### src/logic/exec_config.svh
// ----------------------------------------------------------------------
// integer execution cluster parameters
// widths and depths shared by the pipes and the writeback unit
// ----------------------------------------------------------------------

`ifndef EXEC_CONFIG_SVH
`define EXEC_CONFIG_SVH

// operand and result width
`define XLEN 32

// physical integer register file entries
`define PRF_INT_SIZE 64

// reorder buffer entries, one tag per slot
`define ROB_SIZE 32

// ALU results parked while mul owns the port
`define WB_SKID_DEPTH 2

// multiplier latency in cycles
`define MUL_STAGES 3

`endif

### src/logic/exec_pkg.sv
// ----------------------------------------------------------------------
// integer execution cluster types
// operand vectors, op encodings and the issue / result records
// ----------------------------------------------------------------------

`default_nettype none

`include "exec_config.svh"

package exec_pkg;

  typedef logic [`XLEN-1:0]                  word_t;
  typedef logic [$clog2(`PRF_INT_SIZE)-1:0] prf_index_t;
  typedef logic [$clog2(`ROB_SIZE)-1:0]     rob_tag_t;

  typedef enum logic [0:0] {
    FU_ALU,
    FU_MUL
  } fu_class_e;

  // ALU ops first, then the multiplier ops
  typedef enum logic [3:0] {
    OP_ADD, OP_SUB, OP_AND, OP_OR, OP_XOR,
    OP_SLL, OP_SRL, OP_SRA, OP_SLT, OP_SLTU,
    OP_MUL, OP_MULH, OP_MULHU
  } int_op_e;

  // micro-op as it leaves register read
  typedef struct packed {
    fu_class_e  fu;
    int_op_e    op;
    rob_tag_t   tag;
    prf_index_t rd_index;
    logic       rd_valid;
    word_t      rs1_data;
    word_t      rs2_data;
  } issue_uop_t;

  // completed result for register file and ROB
  typedef struct packed {
    rob_tag_t   tag;
    prf_index_t rd_index;
    logic       rd_valid;
    word_t      data;
  } exec_result_t;

endpackage

`default_nettype wire

### src/logic/alu_pipe.sv
// ----------------------------------------------------------------------
// ALU execution pipe
// single-cycle integer operations with a registered result
// ----------------------------------------------------------------------

`timescale 1ns/1ps
`default_nettype none

`include "exec_config.svh"

module alu_pipe import exec_pkg::*; (
  input  logic         clock,
  input  logic         reset,
  input  logic         flush,
  input  logic         uop_valid,
  input  issue_uop_t   uop,
  output logic         alu_valid,
  output exec_result_t alu_result
);

  logic                       accept;
  logic [$clog2(`XLEN)-1:0]   shamt;
  word_t                      alu_out;

  assign accept = uop_valid && (uop.fu == FU_ALU);

  // shift amount from the low bits of rs2
  assign shamt = uop.rs2_data[$clog2(`XLEN)-1:0];

  always_comb begin
    case (uop.op)
      OP_ADD:  alu_out = uop.rs1_data + uop.rs2_data;
      OP_SUB:  alu_out = uop.rs1_data - uop.rs2_data;
      OP_AND:  alu_out = uop.rs1_data & uop.rs2_data;
      OP_OR:   alu_out = uop.rs1_data | uop.rs2_data;
      OP_XOR:  alu_out = uop.rs1_data ^ uop.rs2_data;
      OP_SLL:  alu_out = uop.rs1_data << shamt;
      OP_SRL:  alu_out = uop.rs1_data >> shamt;
      // arithmetic shift keeps the sign bit
      OP_SRA:  alu_out = word_t'($signed(uop.rs1_data) >>> shamt);
      OP_SLT:  alu_out = word_t'($signed(uop.rs1_data) < $signed(uop.rs2_data));
      OP_SLTU: alu_out = word_t'(uop.rs1_data < uop.rs2_data);
      // mul ops never reach here
      default: alu_out = '0;
    endcase
  end

  always_ff @(posedge clock) begin
    if (reset || flush) begin
      alu_valid <= 1'b0;
    end else begin
      alu_valid <= accept;
    end
  end

  // payload follows the accepted uop
  always_ff @(posedge clock) begin
    if (accept) begin
      alu_result.tag      <= uop.tag;
      alu_result.rd_index <= uop.rd_index;
      alu_result.rd_valid <= uop.rd_valid;
      alu_result.data     <= alu_out;
    end
  end

endmodule

`default_nettype wire

### src/logic/mul_pipe.sv
// ----------------------------------------------------------------------
// pipelined integer multiplier
// 33x33 signed product over three stages, low or high word out
// ----------------------------------------------------------------------

`timescale 1ns/1ps
`default_nettype none

`include "exec_config.svh"

module mul_pipe import exec_pkg::*; (
  input  logic         clock,
  input  logic         reset,
  input  logic         flush,
  input  logic         uop_valid,
  input  issue_uop_t   uop,
  output logic         mul_valid,
  output exec_result_t mul_result
);

  localparam int last   = `MUL_STAGES - 1;
  localparam int ext_w  = `XLEN + 1;
  localparam int half_w = `XLEN / 2;
  localparam int pp_w   = ext_w + half_w + 1;

  logic                     accept;
  logic                     sign_ext;
  logic signed [ext_w-1:0]  a_ext;
  logic signed [ext_w-1:0]  b_ext;
  logic signed [pp_w-1:0]   pp_lo;
  logic signed [pp_w-1:0]   pp_hi;
  logic signed [pp_w-1:0]   s1_pp_lo;
  logic signed [pp_w-1:0]   s1_pp_hi;
  logic signed [2*ext_w-1:0] s2_prod;
  word_t                    s3_data;

  // bookkeeping that rides along each stage
  logic [`MUL_STAGES-1:0] stage_valid;
  logic [`MUL_STAGES-1:0] stage_rd_valid;
  int_op_e                stage_op       [`MUL_STAGES];
  rob_tag_t               stage_tag      [`MUL_STAGES];
  prf_index_t             stage_rd_index [`MUL_STAGES];

  assign accept   = uop_valid && (uop.fu == FU_MUL);
  assign sign_ext = (uop.op == OP_MULH);

  // stage 1, extend and split rs2 into a low unsigned and high signed half
  assign a_ext = {sign_ext & uop.rs1_data[`XLEN-1], uop.rs1_data};
  assign b_ext = {sign_ext & uop.rs2_data[`XLEN-1], uop.rs2_data};
  assign pp_lo = a_ext * $signed({1'b0, b_ext[half_w-1:0]});
  assign pp_hi = a_ext * $signed(b_ext[ext_w-1:half_w]);

  always_ff @(posedge clock) begin
    if (reset || flush) begin
      stage_valid <= '0;
    end else begin
      stage_valid <= {stage_valid[last-1:0], accept};
    end
  end

  always_ff @(posedge clock) begin
    stage_op[0]       <= uop.op;
    stage_tag[0]      <= uop.tag;
    stage_rd_index[0] <= uop.rd_index;
    stage_rd_valid[0] <= uop.rd_valid;
    for (int i = 1; i < `MUL_STAGES; i++) begin
      stage_op[i]       <= stage_op[i-1];
      stage_tag[i]      <= stage_tag[i-1];
      stage_rd_index[i] <= stage_rd_index[i-1];
      stage_rd_valid[i] <= stage_rd_valid[i-1];
    end
    s1_pp_lo <= pp_lo;
    s1_pp_hi <= pp_hi;
    // stage 2 sum
    s2_prod  <= s1_pp_lo + (s1_pp_hi <<< half_w);
    // stage 3 word select
    s3_data  <= (stage_op[1] == OP_MUL) ? s2_prod[`XLEN-1:0] : s2_prod[2*`XLEN-1:`XLEN];
  end

  assign mul_valid  = stage_valid[last];
  assign mul_result = '{tag:      stage_tag[last],
                        rd_index: stage_rd_index[last],
                        rd_valid: stage_rd_valid[last],
                        data:     s3_data};

endmodule

`default_nettype wire

### src/logic/writeback_unit.sv
// ----------------------------------------------------------------------
// writeback merge for the integer cluster
// mul owns the port, ALU results wait in a small skid queue
// ----------------------------------------------------------------------

`timescale 1ns/1ps
`default_nettype none

`include "exec_config.svh"

module writeback_unit import exec_pkg::*; (
  input  logic         clock,
  input  logic         reset,
  input  logic         flush,
  input  logic         alu_valid,
  input  exec_result_t alu_result,
  input  logic         mul_valid,
  input  exec_result_t mul_result,
  output logic         wb_valid,
  output exec_result_t wb,
  output logic         busy
);

  localparam int ptr_width   = (`WB_SKID_DEPTH > 1) ? $clog2(`WB_SKID_DEPTH) : 1;
  localparam int count_width = $clog2(`WB_SKID_DEPTH + 1);
  localparam logic [ptr_width-1:0] last_slot = ptr_width'(`WB_SKID_DEPTH - 1);

  exec_result_t           skid_q [`WB_SKID_DEPTH];
  logic [ptr_width-1:0]   head;
  logic [ptr_width-1:0]   tail;
  logic [count_width-1:0] count;

  logic         push;
  logic         pop;
  logic         send;
  exec_result_t send_result;

  function automatic logic [ptr_width-1:0] bump(input logic [ptr_width-1:0] ptr);
    return (ptr == last_slot) ? '0 : ptr + 1'b1;
  endfunction

  // port priority: mul, then queue head, then a fresh ALU result
  always_comb begin
    push        = 1'b0;
    pop         = 1'b0;
    send        = 1'b1;
    send_result = mul_result;
    if (mul_valid) begin
      push = alu_valid;
    end else if (count != '0) begin
      pop         = 1'b1;
      push        = alu_valid;
      send_result = skid_q[head];
    end else begin
      send        = alu_valid;
      send_result = alu_result;
    end
  end

  always_ff @(posedge clock) begin
    if (reset || flush) begin
      head     <= '0;
      tail     <= '0;
      count    <= '0;
      wb_valid <= 1'b0;
    end else begin
      wb_valid <= send;
      if (pop) begin
        head <= bump(head);
      end
      if (push) begin
        tail <= bump(tail);
      end
      case ({push, pop})
        2'b10:   count <= count + 1'b1;
        2'b01:   count <= count - 1'b1;
        default: count <= count;
      endcase
    end
  end

  always_ff @(posedge clock) begin
    if (push) begin
      skid_q[tail] <= alu_result;
    end
    if (send) begin
      wb <= send_result;
    end
  end

  // one slot kept free for the ALU result already in flight
  assign busy = (count >= count_width'(`WB_SKID_DEPTH - 1));

endmodule

`default_nettype wire

### src/logic/exec_cluster.sv
// ----------------------------------------------------------------------
// integer execution cluster
// ALU and multiplier pipes merged onto one writeback port
// ----------------------------------------------------------------------

`timescale 1ns/1ps
`default_nettype none

module exec_cluster import exec_pkg::*; (
  input  logic         clock,
  input  logic         reset,
  input  logic         flush,
  input  logic         uop_valid,
  input  issue_uop_t   uop,
  output logic         wb_valid,
  output exec_result_t wb,
  output logic         busy
);

  logic         alu_valid;
  exec_result_t alu_result;
  logic         mul_valid;
  exec_result_t mul_result;

  // both pipes see every uop and filter on fu
  alu_pipe alu_pipe_i (
    .clock      (clock),
    .reset      (reset),
    .flush      (flush),
    .uop_valid  (uop_valid),
    .uop        (uop),
    .alu_valid  (alu_valid),
    .alu_result (alu_result)
  );

  mul_pipe mul_pipe_i (
    .clock      (clock),
    .reset      (reset),
    .flush      (flush),
    .uop_valid  (uop_valid),
    .uop        (uop),
    .mul_valid  (mul_valid),
    .mul_result (mul_result)
  );

  writeback_unit writeback_unit_i (
    .clock      (clock),
    .reset      (reset),
    .flush      (flush),
    .alu_valid  (alu_valid),
    .alu_result (alu_result),
    .mul_valid  (mul_valid),
    .mul_result (mul_result),
    .wb_valid   (wb_valid),
    .wb         (wb),
    .busy       (busy)
  );

endmodule

`default_nettype wire

### config.mk
export PLATFORM = sky130hd
export DESIGN_NAME = exec_cluster
export DESIGN_NICKNAME = d
export VERILOG_FILES = /design/src/logic/exec_pkg.sv /design/src/logic/alu_pipe.sv /design/src/logic/mul_pipe.sv /design/src/logic/writeback_unit.sv /design/src/logic/exec_cluster.sv
export VERILOG_INCLUDE_DIRS = /design/src /design/src/logic
export SDC_FILE = /design/constraint.sdc
export NUM_CORES = 2
export LEC_CHECK = 0
export BUFFER_PORTS_ARGS = -buffer_cell sky130_fd_sc_hd__buf_4
export CAP_MARGIN = 10
export CORE_ASPECT_RATIO = 1.5
export CORE_MARGIN = 2
export CORE_UTILIZATION = 65
export CTS_BUF_LIST = sky130_fd_sc_hd__clkbuf_8
export DETAILED_ROUTE_END_ITERATION = 8
export PLACE_DENSITY_LB_ADDON = 0.15
export RECOVER_POWER = 25
export SLEW_MARGIN = 0
export SYNTH_ARGS = -nofsm -noshare
export SYNTH_HDL_FRONTEND = slang
export SYNTH_SLANG_ARGS = --single-unit
### constraint.sdc
create_clock -name clock -period 11.3 [get_ports clock]
set_clock_uncertainty 0.1 [all_clocks]
set_input_delay 0.565 -clock clock [delete_from_list [all_inputs] [get_ports clock]]
set_output_delay 0.565 -clock clock [all_outputs]
set_load 0.01 [all_outputs]
==> impl_metrics.tcl <==
set metrics [dict create \
    worst_pin_slew_ps 1358 \
    die_w_um 248.8 \
    rr_endpoint "mul_pipe_i.s2_prod[61]" \
    drive_gt1_share_pct 6.575 \
    critPathSlowestCell "fa_1" \
    grt_pass1_wl_um 308900 \
    post_drt_wl_per_cell_um 27.13 \
    ys.warnings.count 0 \
    rsz0062_at_grt "false" \
    worstSetupEndpointType "flip-flop" \
    utilization_pct 69.23 \
    fin_crit_sh_pct 76.91 \
    cts_tree "yes" \
    crit_fanout 17 \
    synth.most_common_cell "inv_1" \
    synthTopCellsByArea "fa_1 (35%), edfxtp_1 (9.0%), dfxtp_1 (8.5%), ha_1 (8.1%), inv_1 (7.8%)" \
    dp_hpwl_um 157400 \
    worstRegToRegCells 11 \
    crit_buf_inv 8 \
    start_util_pct 65.64 \
    cts_max_level 3 \
    setup-tns-final_ps 0 \
    globalRouteTotalUtil_pct 46.03 \
    crit_required_ps 11810 \
    clock_latency_ps 750 \
    crit_type "input port to flip-flop" \
    cts-root-buf "clkbuf_8" \
    core_area_sq_um 89030 \
    crit_arrival_ps 9200 \
    slew_headroom_pct 8.847 \
    seq_area_frac_synth_pct 17.54 \
    ant_nets 0 \
    avgSynthCellArea_sq_um 9.013 \
    max-cap-violations 0 \
    muxShareOfSynthArea_pct 3.304 \
    critPathLaunchType "input port" \
    rows 134 \
    hp-class "input port to flip-flop" \
    vias 47768 \
    synthAdderAreaFrac_pct 43.35 \
    fp.dieArea_sq_um 92370 \
    synth-edff-count 176 \
    antenna_found_initial 23 \
    netlist_top_cells_count "inv_1 (1209), fa_1 (1028), nand2_1 (775), nor2_1 (746), ha_1 (380)" \
    crit_start "uop[77]" \
    ys_seq_elements 424 \
    drcViolationCount 0 \
    critPathTopFamily "adder cells" \
    synth_cell_types 102 \
    syn_area_sq_um 58440 \
    grt_max_degree 91 \
    slowest_delay_ps 680 \
    cts.sinks 424 \
    finalMaxSlewViolations 0 \
    synth_xor_area_share_pct 2.623 \
    numCtsBuffers 67 \
    grt_pass1_vias 50292 \
    path_clk_slew_ps 60 \
    async_flop_share_pct 0 \
    yosys.area_share.simple_pct 12.86 \
    hold_viol_final 0 \
    max_freq_mhz 115.1 \
    rr_startpoint "mul_pipe_i.s1_pp_lo[17]" \
    reg2reg_slack_ps 7250 \
    io_pins 131 \
    cp-endpoint "mul_pipe_i.s1_pp_lo[49]" \
    cpMostUsedCell "fa_1" \
    synth_ff_type "dfxtp_1" \
    status "completed" \
    finalNetCount 7904 \
    dr.pass1.iters 6 \
    syn_nets 7977 \
    synth_compound_area_share_pct 10.10 \
    yosys.area.top_type_share_pct 35.22 \
    portBuffers 130 \
    syn_to_final_growth_pct 5.475 \
    post_cts_resized 0 \
    gp_congestion 1.063 \
    die_h_um 371.2 \
    period_minus_slack_ps 8691 \
    drt_iter0_markers 4998 \
    wirelength_um 207000 \
    gr-total-overflow 0 \
    setup_viol 0 \
    synth_top_family_by_area "adder cells" \
    synth_top_cell_by_area "fa_1" \
    synth_cells 6484 \
    cp.depth 28 \
    viasPerCell 6.260 \
    cts_max_path_buffers 3 \
]
[placed cells by master (no fill, tap or decap), types with 20 or more instances in the layout]
master	synthesis	routed
a211oi_1	42	42
nor2b_1	28	27
edfxtp_1	176	176
nor2_1	746	745
nand3_1	51	51
mux4_2	31	31
nand2_1	775	775
nor3_1	56	55
a221oi_1	23	23
dfxtp_1	248	246
o21ai_0	229	229
ha_1	380	379
o211ai_1	24	24
mux2i_1	86	86
and3_1	28	27
o21a_1	32	32
nand2b_1	36	36
a31oi_1	20	20
buf_4	6	183
a21o_1	73	73
xnor2_1	132	127
a21oi_1	303	303
mux2_2	33	33
xor2_1	43	42
fa_1	1028	1028
inv_1	1209	1227
nand4_1	24	24
clkbuf_8	0	78
[cell families (layout without fill, tap and decap cells)]
| group | Yosys count | count (layout) |
|---|---|---|
| XOR/XNOR | 175 | 175 |
| multiplexers | 150 | 150 |
| flip-flops | 424 | 424 |
| AND/OR/NAND/NOR | 1821 | 1821 |
| buffers and inverters | 1580 | 1560 |
| adder cells (fa/ha/maj) | 1408 | 1408 |
| AO/OA/AOI/OAI | 926 | 926 |
| other | 0 | 11 |
[layer usage]
layer	vias up	routed length (um)	track usage [%]
met5	-	151	0
met4	24	22880	42.61
met3	1098	23760	13.36
met2	3028	94280	72.79
met1	23510	65940	50.21
li1	20108	-	-
[layout make-up]
class,instances,area [sq um]
multi-input cells,4480,42310
fillers,7120,27390
flip-flops and latches,424,10250
inverters,1220,4579
repair buffers,218,1654
well taps,1156,1446
clock buffers,78,1074
clock inverters,44,295.3
diodes,11,27.53
[what timing repair did]
action,4_1_cts,5_1_grt
endpoints found under the hold margin,28,0
hold buffers,16,0
setup buffers,0,0
[registers in the layout, summed over array words and instances (netlist names), named ones only]
name / count
alu_pipe_i.alu_result: 44
alu_pipe_i.alu_valid: 1
mul_pipe_i.s1_pp_hi: 48
mul_pipe_i.s1_pp_lo: 50
mul_pipe_i.s2_prod: 64
mul_pipe_i.s3_data: 32
mul_pipe_i.stage_op: 8
mul_pipe_i.stage_rd_index: 18
mul_pipe_i.stage_rd_valid: 3
mul_pipe_i.stage_tag: 15
mul_pipe_i.stage_valid: 3
writeback_unit_i.count: 2
writeback_unit_i.head: 1
writeback_unit_i.skid_q: 88
writeback_unit_i.tail: 1
writeback_unit_i.wb: 44
writeback_unit_i.wb_valid: 1
[worst reg2reg max path, cell delays in order (launching register included)]
cell and delay (ps):
dfxtp_1 380, ha_1 270, a211o_1 280, a21oi_1 210
a21oi_1 150, a21o_1 220, o2111ai_1 570, a211oi_1 250
o21ai_0 710, a21oi_1 310, a311oi_1 400, xnor2_1 150
[worst min-delay path by stage]
| stage | from | to | slack [ps] | cells after the start |
|---|---|---|---|---|
| after floorplan | mul_pipe_i.s1_pp_lo[0] | mul_pipe_i.s2_prod[0] | 210 | 0 |
| after global placement | mul_pipe_i.s1_pp_lo[1] | mul_pipe_i.s2_prod[1] | 210 | 0 |
| after detailed placement | mul_pipe_i.stage_rd_index[0][5] | mul_pipe_i.stage_rd_index[0][11] | 210 | 0 |
| after CTS | uop_valid | mul_pipe_i.stage_valid[0] | 40 | 2 |
| after global routing | uop_valid | mul_pipe_i.stage_valid[0] | 90 | 2 |
| final | uop_valid | mul_pipe_i.stage_valid[0] | 80 | 2 |
[stage by stage]
step / hold slack (ps) / worst slack [ps] / std cells / cell area (sq um)
final: 76.48 / 2609 / 7631 / 61640
after CTS: 40.37 / 3096 / 7616 / 61560
after detailed placement: 212.1 / 2875 / 7478 / 60030
after global routing: 88.88 / 2323 / 7625 / 61620
after global placement: 209.9 / 3015 / 7478 / 60030
after floorplan: 209.6 / 3486 / 6484 / 58440
Power is not shown: default switching activity piles up to over one toggle a cycle in this logic, so the estimate is an artifact.
